## config.mk

```make
export PLATFORM = sky130hd
export DESIGN_NAME = dcache
export DESIGN_NICKNAME = d
export VERILOG_FILES = /design/src/verilog/cpu_types_pkg.sv /design/src/verilog/datapath_cache_if.sv /design/src/verilog/caches_if.sv /design/src/verilog/dcache_array.sv /design/src/verilog/dcache_counters.sv /design/src/verilog/dcache_control.sv /design/src/verilog/dcache.sv
export SDC_FILE = /design/constraint.sdc
export NUM_CORES = 2
export LEC_CHECK = 0
export ABC_AREA = 1
export BUFFER_PORTS_ARGS = -buffer_cell sky130_fd_sc_hd__buf_2
export CORE_AREA = 2 2 530 584
export DETAILED_ROUTE_END_ITERATION = 8
export DIE_AREA = 0 0 532 586
export PLACE_DENSITY_LB_ADDON = 0.15
export SLEW_MARGIN = 0
export SYNTH_ARGS = -nofsm -noshare
export SYNTH_HDL_FRONTEND = slang
export SYNTH_HIERARCHICAL = 1
export SYNTH_SLANG_ARGS = --single-unit
```

## constraint.sdc

```tcl
create_clock -name CLK -period 6.2 [get_ports CLK]
set_input_delay 1.86 -clock CLK [delete_from_list [all_inputs] [get_ports CLK]]
set_output_delay 1.86 -clock CLK [all_outputs]
set_load 0.01 [all_outputs]
```

## src/verilog/cpu_types_pkg.sv

```systemverilog
package cpu_types_pkg;

  // Cache geometry of 1024 data bits
  localparam int WORD_W      = 32;
  localparam int NUM_SETS    = 8;
  localparam int NUM_WAYS    = 2;
  localparam int BLOCK_WORDS = 2;
  localparam int IDX_W       = 3;
  localparam int TAG_W       = 26;

  typedef logic [WORD_W-1:0] word_t;

  localparam word_t COUNT_ADDR = 32'h0000_3100;  // Hit count lands here after flush

  // Controller states
  localparam logic [3:0] IDLE   = 4'd0;
  localparam logic [3:0] WB0    = 4'd1;
  localparam logic [3:0] WB1    = 4'd2;
  localparam logic [3:0] LOAD0  = 4'd3;
  localparam logic [3:0] LOAD1  = 4'd4;
  localparam logic [3:0] FLUSH  = 4'd5;
  localparam logic [3:0] WRITE0 = 4'd6;
  localparam logic [3:0] WRITE1 = 4'd7;
  localparam logic [3:0] COUNT  = 4'd8;
  localparam logic [3:0] HALT   = 4'd9;

  // Same word seen as a byte address or as cache fields
  typedef union packed {
    word_t raw;
    struct packed {
      logic [TAG_W-1:0] tag;
      logic [IDX_W-1:0] idx;
      logic             blkoff;
      logic [1:0]       bytoff;
    } f;
  } dcachef_t;

endpackage

```

## src/verilog/datapath_cache_if.sv

```systemverilog
`timescale 1ns/1ps

interface datapath_cache_if import cpu_types_pkg::*; ();

  logic  halt;
  logic  dmemREN, dmemWEN;
  word_t dmemaddr, dmemstore;
  logic  dhit;
  word_t dmemload;
  logic  flushed;

  modport array (
    input  halt, dmemREN, dmemWEN, dmemaddr, dmemstore,
    output dhit, dmemload
  );

  modport ctrl (
    input  halt, dmemaddr,
    output flushed
  );

endinterface

```

## src/verilog/caches_if.sv

```systemverilog
`timescale 1ns/1ps

interface caches_if import cpu_types_pkg::*; ();

  logic  dREN, dWEN;
  word_t daddr, dstore;
  word_t dload;
  logic  dwait;   // High while the word is pending

  modport dcache (
    input  dload, dwait,
    output dREN, dWEN, daddr, dstore
  );

  // Arbiter side
  modport mem (
    input  dREN, dWEN, daddr, dstore,
    output dload, dwait
  );

endinterface

```

## src/verilog/dcache_array.sv

```systemverilog
`timescale 1ns/1ps

module dcache_array import cpu_types_pkg::*; (
  input  logic             CLK,
  input  logic             nRST,
  datapath_cache_if.array  dcif,
  input  logic             lookup_en,
  input  logic             fill_we,
  input  logic             fill_word,
  input  logic             fill_done,
  input  logic             evict_clean,
  input  logic             flush_clean,
  input  logic             flush_way,
  input  word_t            fill_data,
  input  logic [IDX_W-1:0] flush_idx,
  output logic             miss,
  output logic             victim_dirty,
  output logic [TAG_W-1:0] victim_tag,
  input  logic             rd_sel_word,
  output word_t            rd_data,
  output logic             frame_dirty,
  output logic [TAG_W-1:0] frame_tag,
  output logic             hit
);

  word_t            data [NUM_SETS][NUM_WAYS][BLOCK_WORDS];
  logic [TAG_W-1:0] tags [NUM_SETS][NUM_WAYS];

  logic [NUM_SETS-1:0][NUM_WAYS-1:0] valid;
  logic [NUM_SETS-1:0][NUM_WAYS-1:0] dirty;
  logic [NUM_SETS-1:0]               lru;   // Way to replace next
  logic                              flush_mode;

  dcachef_t         req;
  logic [IDX_W-1:0] set;
  logic             match0, match1;
  logic             access;
  logic             hit_way, vict_way;

  assign req.raw = dcif.dmemaddr;
  assign set     = req.f.idx;

  assign match0  = valid[set][0] && (tags[set][0] == req.f.tag);
  assign match1  = valid[set][1] && (tags[set][1] == req.f.tag);
  assign hit_way = !match0;

  // Lookups only in IDLE and never once halt is up
  assign access = lookup_en && !dcif.halt && (dcif.dmemREN || dcif.dmemWEN);

  assign hit           = access && (match0 || match1);
  assign miss          = access && !(match0 || match1);
  assign dcif.dhit     = hit;
  assign dcif.dmemload = data[set][hit_way][req.f.blkoff];

  // Empty way first, otherwise LRU
  assign vict_way = !valid[set][0] ? 1'b0 : (!valid[set][1] ? 1'b1 : lru[set]);

  assign victim_dirty = dirty[set][vict_way];
  assign victim_tag   = tags[set][vict_way];
  assign frame_dirty  = dirty[flush_idx][flush_way];
  assign frame_tag    = tags[flush_idx][flush_way];

  // Flush walk owns the read port once the halt is taken
  assign rd_data = flush_mode ? data[flush_idx][flush_way][rd_sel_word]
                              : data[set][vict_way][rd_sel_word];

  always_ff @(posedge CLK) begin
    if (hit && dcif.dmemWEN)
      data[set][hit_way][req.f.blkoff] <= dcif.dmemstore;
    if (fill_we)
      data[set][vict_way][fill_word] <= fill_data;
    if (fill_done)
      tags[set][vict_way] <= req.f.tag;
  end

  always_ff @(posedge CLK, negedge nRST) begin
    if (!nRST) begin
      valid      <= '0;
      dirty      <= '0;
      lru        <= '0;
      flush_mode <= 1'b0;
    end else begin
      if (hit) begin
        lru[set] <= ~hit_way;   // Point at the other way
        if (dcif.dmemWEN)
          dirty[set][hit_way] <= 1'b1;
      end
      if (fill_done) begin
        valid[set][vict_way] <= 1'b1;
        dirty[set][vict_way] <= 1'b0;
      end
      if (evict_clean) begin
        valid[set][vict_way] <= 1'b0;
        dirty[set][vict_way] <= 1'b0;
      end
      if (flush_clean) begin
        valid[flush_idx][flush_way] <= 1'b0;
        dirty[flush_idx][flush_way] <= 1'b0;
      end
      if (lookup_en && dcif.halt)
        flush_mode <= 1'b1;   // Controller heads to FLUSH here
    end
  end

endmodule

```

## src/verilog/dcache_counters.sv

```systemverilog
`timescale 1ns/1ps

module dcache_counters import cpu_types_pkg::*; (
  input  logic       CLK,
  input  logic       nRST,
  input  logic       hit,
  input  logic       miss,
  input  logic       flush_step,
  output word_t      hit_count,
  output logic [3:0] flush_pos,
  output logic       flush_done
);

  logic [4:0] pos;   // Extra bit marks the walk as done

  assign flush_pos  = pos[3:0];
  assign flush_done = pos[4];

  // Wrapping count of hits minus misses
  always_ff @(posedge CLK, negedge nRST) begin
    if (!nRST) begin
      hit_count <= '0;
    end else if (hit) begin
      hit_count <= hit_count + 32'd1;
    end else if (miss) begin
      hit_count <= hit_count - 32'd1;
    end
  end

  // Way 0 sets first, then way 1 sets
  always_ff @(posedge CLK, negedge nRST) begin
    if (!nRST) begin
      pos <= '0;
    end else if (flush_step && !flush_done) begin
      pos <= pos + 5'd1;
    end
  end

endmodule

```

## src/verilog/dcache_control.sv

```systemverilog
`timescale 1ns/1ps

module dcache_control import cpu_types_pkg::*; (
  input  logic             CLK,
  input  logic             nRST,
  datapath_cache_if.ctrl   dcif,
  caches_if.dcache         cif,
  output logic             lookup_en,
  output logic             fill_we,
  output logic             fill_word,
  output logic             fill_done,
  output logic             evict_clean,
  output logic             flush_clean,
  output logic [IDX_W-1:0] flush_idx,
  output logic             flush_way,
  output logic             rd_sel_word,
  input  logic             miss,
  input  logic             victim_dirty,
  input  logic             frame_dirty,
  input  logic             flush_done,
  input  logic [TAG_W-1:0] victim_tag,
  input  logic [TAG_W-1:0] frame_tag,
  input  word_t            rd_data,
  input  word_t            hit_count,
  input  logic [3:0]       flush_pos,
  output logic             flush_step
);

  logic [3:0] state, next_state;
  dcachef_t   req, mem_a;
  logic       mem_done;

  assign req.raw  = dcif.dmemaddr;
  assign mem_done = !cif.dwait;

  always_ff @(posedge CLK, negedge nRST) begin
    if (!nRST) begin
      state <= IDLE;
    end else begin
      state <= next_state;
    end
  end

  always_comb begin
    next_state = state;
    case (state)
      IDLE: begin
        if (dcif.halt)
          next_state = FLUSH;
        else if (miss)
          next_state = victim_dirty ? WB0 : LOAD0;
      end
      WB0:    if (mem_done) next_state = WB1;
      WB1:    if (mem_done) next_state = LOAD0;
      LOAD0:  if (mem_done) next_state = LOAD1;
      LOAD1:  if (mem_done) next_state = IDLE;   // Request hits on return
      FLUSH: begin
        if (flush_done)
          next_state = COUNT;
        else if (frame_dirty)
          next_state = WRITE0;
      end
      WRITE0: if (mem_done) next_state = WRITE1;
      WRITE1: if (mem_done) next_state = FLUSH;
      COUNT:  if (mem_done) next_state = HALT;
      HALT:   next_state = HALT;
      default: next_state = IDLE;
    endcase
  end

  assign lookup_en   = (state == IDLE);
  assign fill_word   = (state == LOAD1);
  assign fill_we     = ((state == LOAD0) || (state == LOAD1)) && mem_done;
  assign fill_done   = (state == LOAD1) && mem_done;
  assign evict_clean = (state == WB1) && mem_done;
  assign flush_clean = (state == WRITE1) && mem_done;
  assign rd_sel_word = (state == WB1) || (state == WRITE1);

  // Clean frames pass in one cycle
  assign flush_step = flush_clean || ((state == FLUSH) && !flush_done && !frame_dirty);
  assign flush_idx  = flush_pos[2:0];
  assign flush_way  = flush_pos[3];

  assign dcif.flushed = (state == HALT);

  // Memory side address and data
  always_comb begin
    cif.dREN   = 1'b0;
    cif.dWEN   = 1'b0;
    cif.dstore = '0;
    mem_a.raw  = '0;
    case (state)
      WB0, WB1: begin
        cif.dWEN       = 1'b1;
        mem_a.f.tag    = victim_tag;
        mem_a.f.idx    = req.f.idx;
        mem_a.f.blkoff = rd_sel_word;
        cif.dstore     = rd_data;
      end
      LOAD0, LOAD1: begin
        cif.dREN       = 1'b1;
        mem_a.f.tag    = req.f.tag;
        mem_a.f.idx    = req.f.idx;
        mem_a.f.blkoff = fill_word;
      end
      WRITE0, WRITE1: begin
        cif.dWEN       = 1'b1;
        mem_a.f.tag    = frame_tag;
        mem_a.f.idx    = flush_idx;
        mem_a.f.blkoff = rd_sel_word;
        cif.dstore     = rd_data;
      end
      COUNT: begin
        cif.dWEN   = 1'b1;
        mem_a.raw  = COUNT_ADDR;
        cif.dstore = hit_count;
      end
      default: ;   // No memory traffic
    endcase
  end

  assign cif.daddr = mem_a.raw;

endmodule

```

## src/verilog/dcache.sv

```systemverilog
`timescale 1ns/1ps

module dcache import cpu_types_pkg::*; (
  input  logic  CLK,
  input  logic  nRST,
  input  logic  halt,
  input  logic  dmemREN,
  input  logic  dmemWEN,
  input  word_t dmemaddr,
  input  word_t dmemstore,
  input  word_t dload,
  input  logic  dwait,
  output logic  dhit,
  output logic  flushed,
  output logic  dREN,
  output logic  dWEN,
  output word_t dmemload,
  output word_t daddr,
  output word_t dstore
);

  datapath_cache_if dcif ();
  caches_if         cif ();

  logic             lookup_en, fill_we, fill_word, fill_done;
  logic             evict_clean, flush_clean, flush_way, rd_sel_word;
  logic [IDX_W-1:0] flush_idx;
  logic             miss, hit, victim_dirty, frame_dirty;
  logic [TAG_W-1:0] victim_tag, frame_tag;
  word_t            rd_data, hit_count;
  logic [3:0]       flush_pos;
  logic             flush_step, flush_done;

  // Processor side
  assign dcif.halt      = halt;
  assign dcif.dmemREN   = dmemREN;
  assign dcif.dmemWEN   = dmemWEN;
  assign dcif.dmemaddr  = dmemaddr;
  assign dcif.dmemstore = dmemstore;
  assign dhit           = dcif.dhit;
  assign dmemload       = dcif.dmemload;
  assign flushed        = dcif.flushed;

  // Memory side
  assign cif.dload = dload;
  assign cif.dwait = dwait;
  assign dREN      = cif.dREN;
  assign dWEN      = cif.dWEN;
  assign daddr     = cif.daddr;
  assign dstore    = cif.dstore;

  dcache_array u_array (
    .CLK, .nRST,
    .dcif         (dcif),
    .lookup_en, .fill_we, .fill_word, .fill_done,
    .evict_clean, .flush_clean, .flush_way,
    .fill_data    (cif.dload),
    .flush_idx,
    .miss, .victim_dirty, .victim_tag,
    .rd_sel_word, .rd_data,
    .frame_dirty, .frame_tag,
    .hit
  );

  dcache_counters u_counters (
    .CLK, .nRST,
    .hit, .miss, .flush_step,
    .hit_count, .flush_pos, .flush_done
  );

  dcache_control u_control (
    .CLK, .nRST,
    .dcif         (dcif),
    .cif          (cif),
    .lookup_en, .fill_we, .fill_word, .fill_done,
    .evict_clean, .flush_clean, .flush_idx, .flush_way, .rd_sel_word,
    .miss, .victim_dirty, .frame_dirty, .flush_done,
    .victim_tag, .frame_tag,
    .rd_data, .hit_count, .flush_pos,
    .flush_step
  );

endmodule

```

# Yosys cells after proc, flatten, opt, wreduce, memory -nomap -nowiden
# Memories as Yosys holds them, arrays and structs flattened.
# Index checks and enable logic that the tools add are counted.
totals:
  memories: 2
  output_inout_bits: 100
  input_bits: 102
  ramBits: 1440
  regBits: 82
mem_list:
  columns: ["memory", "words", "word_bits", "read_ports", "rd_ports_with_merged_regs", "write_ports", "line", "rtl"]
  rows:
  - ["u_array.data", 8, 128, 2, 0, 1, "dcache_array.sv:26", "word_t data [NUM_SETS][NUM_WAYS][BLOCK_WORDS];"]
  - ["u_array.tags", 8, 52, 2, 0, 1, "dcache_array.sv:27", "logic [TAG_W-1:0] tags [NUM_SETS][NUM_WAYS];"]
op_classes:
  order_cmp: 20
  n_addsub: 3
  n_mux: 225
  n_eq_ne: 20
  bitwise_logic: 143
  reduce_logical: 43
op_table:
  columns: ["cell", "n"]
  rows:
  - ["2-to-1 mux 64 bit", 11]
  - ["2-to-1 mux 32 bit", 14]
  - ["2-to-1 mux 128 bit", 2]
  - ["2-to-1 mux 26 bit", 7]
  - ["2-to-1 mux 1 bit", 144]
  - ["demux 64 bit (select 1 bit)", 2]
  - ["2-to-1 mux 16 bit", 8]
  - ["OR 1 bit", 128]
  - ["one-hot mux 30 bit (4 select lines)", 1]
  - ["AND 16 bit", 5]
  - ["demux 32 bit (select 1 bit)", 2]
  - ["one-hot mux 32 bit (2 select lines)", 1]
  - ["equality test 26 bit", 2]
  - ["2-to-1 mux 52 bit", 1]
  - ["2-to-1 mux 4 bit", 11]
  - ["one-hot mux 4 bit (10 select lines)", 1]
  - ["adder 32 x 1 -> 32 bit (second input constant)", 1]
  - ["inverter 16 bit", 2]
  - ["OR 16 bit", 2]
  - ["subtractor 32 x 1 -> 32 bit (second input constant)", 1]
  - ["demux 26 bit (select 1 bit)", 1]
  - ["logical AND 1 bit", 24]
  - ["binary-select mux 2 bit (select 3 bit)", 3]
  - ["demux 2 bit (select 3 bit)", 3]
  - ["other kinds (28)", 77]

# Longest topological paths before layout
depth:
  word_depth: 19
  mapped_depth: 32

# Hierarchy
# The synthesis kept the hierarchy.
by_module_without_submodules:
  columns: ["mod", "area_each_um2", "n_inst", "seq_area_each_um2", "cells_each"]
  rows:
  - ["dcache_array", 70900.5, 1, 44267.5, 6936]
  - ["dcache_counters", 3752.3, 1, 925.9, 621]
  - ["dcache_control", 1487.7, 1, 100.1, 309]

# Worst setup path before layout
# No wires, ideal clock.
synth_path:
  path_kind: "input port to output port"
  start: "in dmemaddr[3]"
  end: "out daddr[8]"
  arrival_ps: 3852
  path_stages: 15
  setup_slack_ps: 488
  cell_sequence: "buf_4 buf_4 buf_4 nand2_2 inv_1 a221oi_1 nand4_1 nand2_2 buf_2 buf_2 buf_2 o21ai_0 o21ai_0 nand2_1 nand4_1"
synth_via:
  elab_chain_cells: 9
synth_lines:
  columns: ["item", "line", "rtl"]
  rows:
  - ["start, declared", "dcache.sv:9", "input word_t dmemaddr,"]
  - ["binary-select mux 1 bit (select 3 bit) / binary-select mux 2 bit (select 3 bit) (equally long branches)", "dcache_array.sv:56", "assign vict_way = !valid[set][0] ? 1'b0 : (!valid[set][1] ? 1'b1 : lru[set]);"]
  - ["2-to-1 mux 1 bit (implied by the code) / 2-to-1 mux 2 bit (equally long branches)", "dcache_array.sv:56", null]
  - ["2-to-1 mux 1 bit (2 in a row)", "dcache_array.sv:56", null]
  - ["inverter 1 -> 2 bit (implied by the code)", "dcache_array.sv:59", "assign victim_tag = tags[set][vict_way];"]
  - ["2-to-1 mux 26 bit (implied by the code) * (3 in a row)", "dcache_array.sv:59", null]
  - ["named net victim_tag[2]", "dcache.sv:29", "logic [TAG_W-1:0] victim_tag, frame_tag;"]
  - ["one-hot mux 30 bit (4 select lines) *", "dcache_control.sv:92", "case (state)"]
  - ["end, declared", "dcache.sv:18", "output word_t daddr,"]
# Mark *: on every way through the listed nets, which the timed path passes. The rest lies on a longest branch. The select of a mux whose other input is x is not followed.

# Final worst setup path
layout_path:
  start: "in dmemaddr[4]"
  end: "out dmemload[28]"
layout_via:
  elab_chain_cells: 11
layout_lines:
  columns: ["item", "line", "rtl"]
  rows:
  - ["memory read (8 x 52 bit) / binary-select mux 2 bit (select 3 bit) (equally long branches)", null, null]
  - ["equality test 26 bit / 2-to-1 mux 2 bit (equally long branches)", "dcache_array.sv:43", "assign match0 = valid[set][0] && (tags[set][0] == req.f.tag);"]
  - ["logical AND 1 bit", "dcache_array.sv:43", null]
  - ["zero test 1 bit", "dcache_array.sv:45", "assign hit_way = !match0;"]
  - ["inverter 1 -> 2 bit (implied by the code)", "dcache_array.sv:53", "assign dcif.dmemload = data[set][hit_way][req.f.blkoff];"]
  - ["2-to-1 mux 64 bit (implied by the code) * (3 in a row)", "dcache_array.sv:53", null]
  - ["2-to-1 mux 32 bit (implied by the code) * (3 in a row)", "dcache_array.sv:53", null]
  - ["end, declared", "dcache.sv:17", "output word_t dmemload,"]
# Mark *: on every way between the ends. The rest lies on a longest branch, timed or not. The select of a mux whose other input is x is not followed.

==> results.ini <==
[outcome]
status = complete, but fails checks
violations = setup timing

[drt]
drt_pass1_iterations = 6
drt_iter0_drc = 8704
drt_wl_total_um = 395000
postRouteAntennaNets = 0
drcViolationCount = 0
viasPerCell = 5.30
num_vias = 69100
wire_per_inst_um = 30.3

[global_route]
grt_max_degree = 70
grt_pass1_vias = 66600
antenna_found_initial = 44
grt_pass1_wl_um = 538000
grt_usage_pct = 24.5
grt-ovfl-total = 0

[synthesis]
yosys.area.top_type = edfxtp_1
synth_top_area_share_pct = 56.8
synth_most_common_cell = nand2_1
avgSynthCellArea_sq_um = 9.68
syn_area_sq_um = 76100
ys_types = 63
synth-edff-count = 1440
ys_async_sr_fraction_pct = 5.39
synth_warnings = 6
synth_area_leaders = edfxtp_1 (57%), nand2_1 (10%), inv_1 (4.5%)
ys.flop_type = edfxtp_1
ys_seq_area_share_pct = 59.5
ys_top_cells_by_count = nand2_1 (2126), edfxtp_1 (1440), inv_1 (914), o21ai_0 (465), nor2_1 (383)
ys_ff_latch = 1522
synthCells = 7866

[floorplanning]
core_area_sq_um = 306000
row_count = 213
start_util_pct = 24.9
dieArea_sq_um = 312000
ios = 202
die_x_um = 532
die-height_um = 586

[power_and_ir_drop]
ir_drop_mv = 0.361
power.total_mw = 39.3
p_sw_share_pct = 40.7
p_int_mw = 23.3
p_switching_mw = 16.0
p_leak_nw = 38.8
comb_power_share_pct = 41.7
p_seq_share_pct = 30.4
clkPwrFrac_pct = 27.9
powerDensity_nw_per_um2 = 397

[cells_and_area]
final_core_util_pct = 32.4
drive_above_1_share_pct = 20.6
areaGrowthSynthToFinish_pct = 29.9
final_area_sq_um = 98900
nets = 8912

[sta]
finalCritPeriodShare_pct = 111
final_max_slew_viol_count = 0
min_period_ns = 6.87
setup_slack_ns = -0.668
worstMarginPinSlew_ns = 1.39
fmax_mhz = 146
setup_viol = 81
hold_viol = 0
tns_ns = -28.09
slew_headroom_pct = 6.09
rsz0062_at_grt = true
skew_ns = 0.106

[placed_design]
post_dp_cell_area_sq_um = 90100
portBuffers = 197
dp_slack_ns = -1.06
gp_congestion = 0.908
hpwlAfterDp_um = 262000

[clock_tree]
htreeDepth = 4
clock_latency_ns = 0.91
cts-root-buf = clkbuf_16
cts_sinks = 1522
cts_buffer_depth = 4
cts_tree = built
cts_buffers = 190
path_clk_slew_ns = 0.06

[flow_run]
maxCapViolCount = 0

[worst_setup_path]
r2r_slack_ns = 1.83
crit_fanout = 7
path_class = primary input to primary output
arrival_ns = 5.01
setup.worst_path.start_class = primary input
endpoint_kind = primary output
cp.required_ns = 4.34

[min_path]
hold_class = flop to flop

power by group through the flow:
stage | Sequential, mW | Combinational (mW) | Clock, mW
floorplan | 12.1 | 6.97 | 0
global placement | 12.2 | 15.6 | 0
detailed placement | 12.2 | 15.6 | 0
CTS | 12.0 | 16.0 | 11.2
global route | 12.0 | 17.2 | 11.5
finish | 12.0 | 16.4 | 11.0
worst max-delay path, cell delays in order:
cell,delay (ns)
buf_12,0.13
buf_6,0.12
nor2_4,0.12
buf_12,0.14
buf_12,0.12
buf_16,0.14
nand3_2,0.07
nand2_2,0.10
nor2_1,0.07
nand2_1,0.08
buf_4,0.11
nand2_1,0.05
nor2_2,0.17
nand3_1,0.14
nor2_2,0.14
nand2_1,0.13
buf_6,0.18
nor2_4,0.16
buf_12,0.16
nand2_1,0.08
nand4_1,0.36
buf_4,0.22
buf_6,0.10
cells in the final DEF (no fill, tap or decap), types with 55 or more instances in the layout:
cell / instances
dfrtp_1: 80
buf_12: 225
inv_1: 887
o211ai_1: 55
buf_6: 64
a21oi_1: 145
o2bb2ai_1: 66
o21ai_1: 58
nand2_1: 2013
nor2_1: 343
a22oi_1: 142
buf_4: 712
edfxtp_1: 1440
o22ai_1: 294
clkbuf_16: 197
o21ai_0: 438
a221oi_1: 318
buf_2: 165
nand4_1: 169
nand3_1: 305
nand2_2: 114
logic make-up (layout without fill, tap and decap cells):
kind of cell	after synthesis	after routing	share of synthesized area [%]
buffers and inverters	1417	2476	7.38
and+or+nand+nor	3139	3139	17.1
AOI/OAI and AO/OA	1737	1737	15.3
xor gates and xnor gates	17	17	0.196
other	1	17	0.00493
adders and majority gates	32	32	0.536
DFF	1522	1522	59.5
muxes	1	1	0.0148
metal layers:
layer / vias to the layer above / track usage (%) / routed length (um)
li1: 29900 / - / -
met1: 34600 / 32.6 / 165000
met2: 3705 / 39.5 / 179000
met3: 866 / 3.88 / 32700
met4: 10 / 10.4 / 18900
met5: - / 0 / 70
stage by stage:
| step | std cells | hold WS [ns] |
|---|---|---|
| 3_5_place_dp | 12600 | 0.481 |
| 2_1_floorplan | 7867 | 0.453 |
| 3_3_place_gp | 12600 | 0.467 |
| 5_1_grt | 13000 | 0.504 |
| 4_1_cts | 13000 | 0.494 |
| 6_report | 13000 | 0.491 |
sequential cells by signal, summed over array words and instances (netlist names):
| signal | flops |
|---|---|
| u_array/data | 1024 |
| u_array/tags | 416 |
| u_counters/hit_count | 32 |
| u_array/dirty | 16 |
| u_array/valid | 16 |
| u_array/lru | 8 |
| u_counters/pos | 5 |
| u_control/state | 4 |
| u_array/flush_mode | 1 |
path summary, 6_finish.rpt:
path / startpoint / endpoint / depth (start not counted)
worst max-delay path: dmemaddr[4] / dmemload[28] / 23
max in group asynchronous: nRST / u_array/flush_mode / 2
worst min-delay path: u_array/dirty[0] / u_array/dirty[0] / 1
worst max register to register: u_array/tags[4][46] / u_counters/hit_count[31] / 31
min in group asynchronous: nRST / u_counters/hit_count[6] / 1
worst min register to register: u_array/dirty[0] / u_array/dirty[0] / 1
repair_timing:
| item | in CTS | in global routing |
|---|---|---|
| hold buffers | 0 | 0 |
| endpoints found under the setup margin | 91 | 91 |
| buffers inserted | 67 | 20 |
| gates cloned | 13 | 2 |
| gates resized for setup | 273 | 174 |
| pin swaps | 61 | 111 |
| endpoints found under the hold margin | 0 | 0 |
layout make-up:
cell class | count | area, sq um
inverter | 934 | 3600
tap | 4085 | 5110
multi-input combinational | 4928 | 26700
clock inverter | 99 | 891
timing repair buffer | 1202 | 12200
antenna | 15 | 37.5
clock buffer | 241 | 5060
fill | 31300 | 207000
sequential | 1522 | 45300
Note: power is estimated with default switching activity, not from simulation.
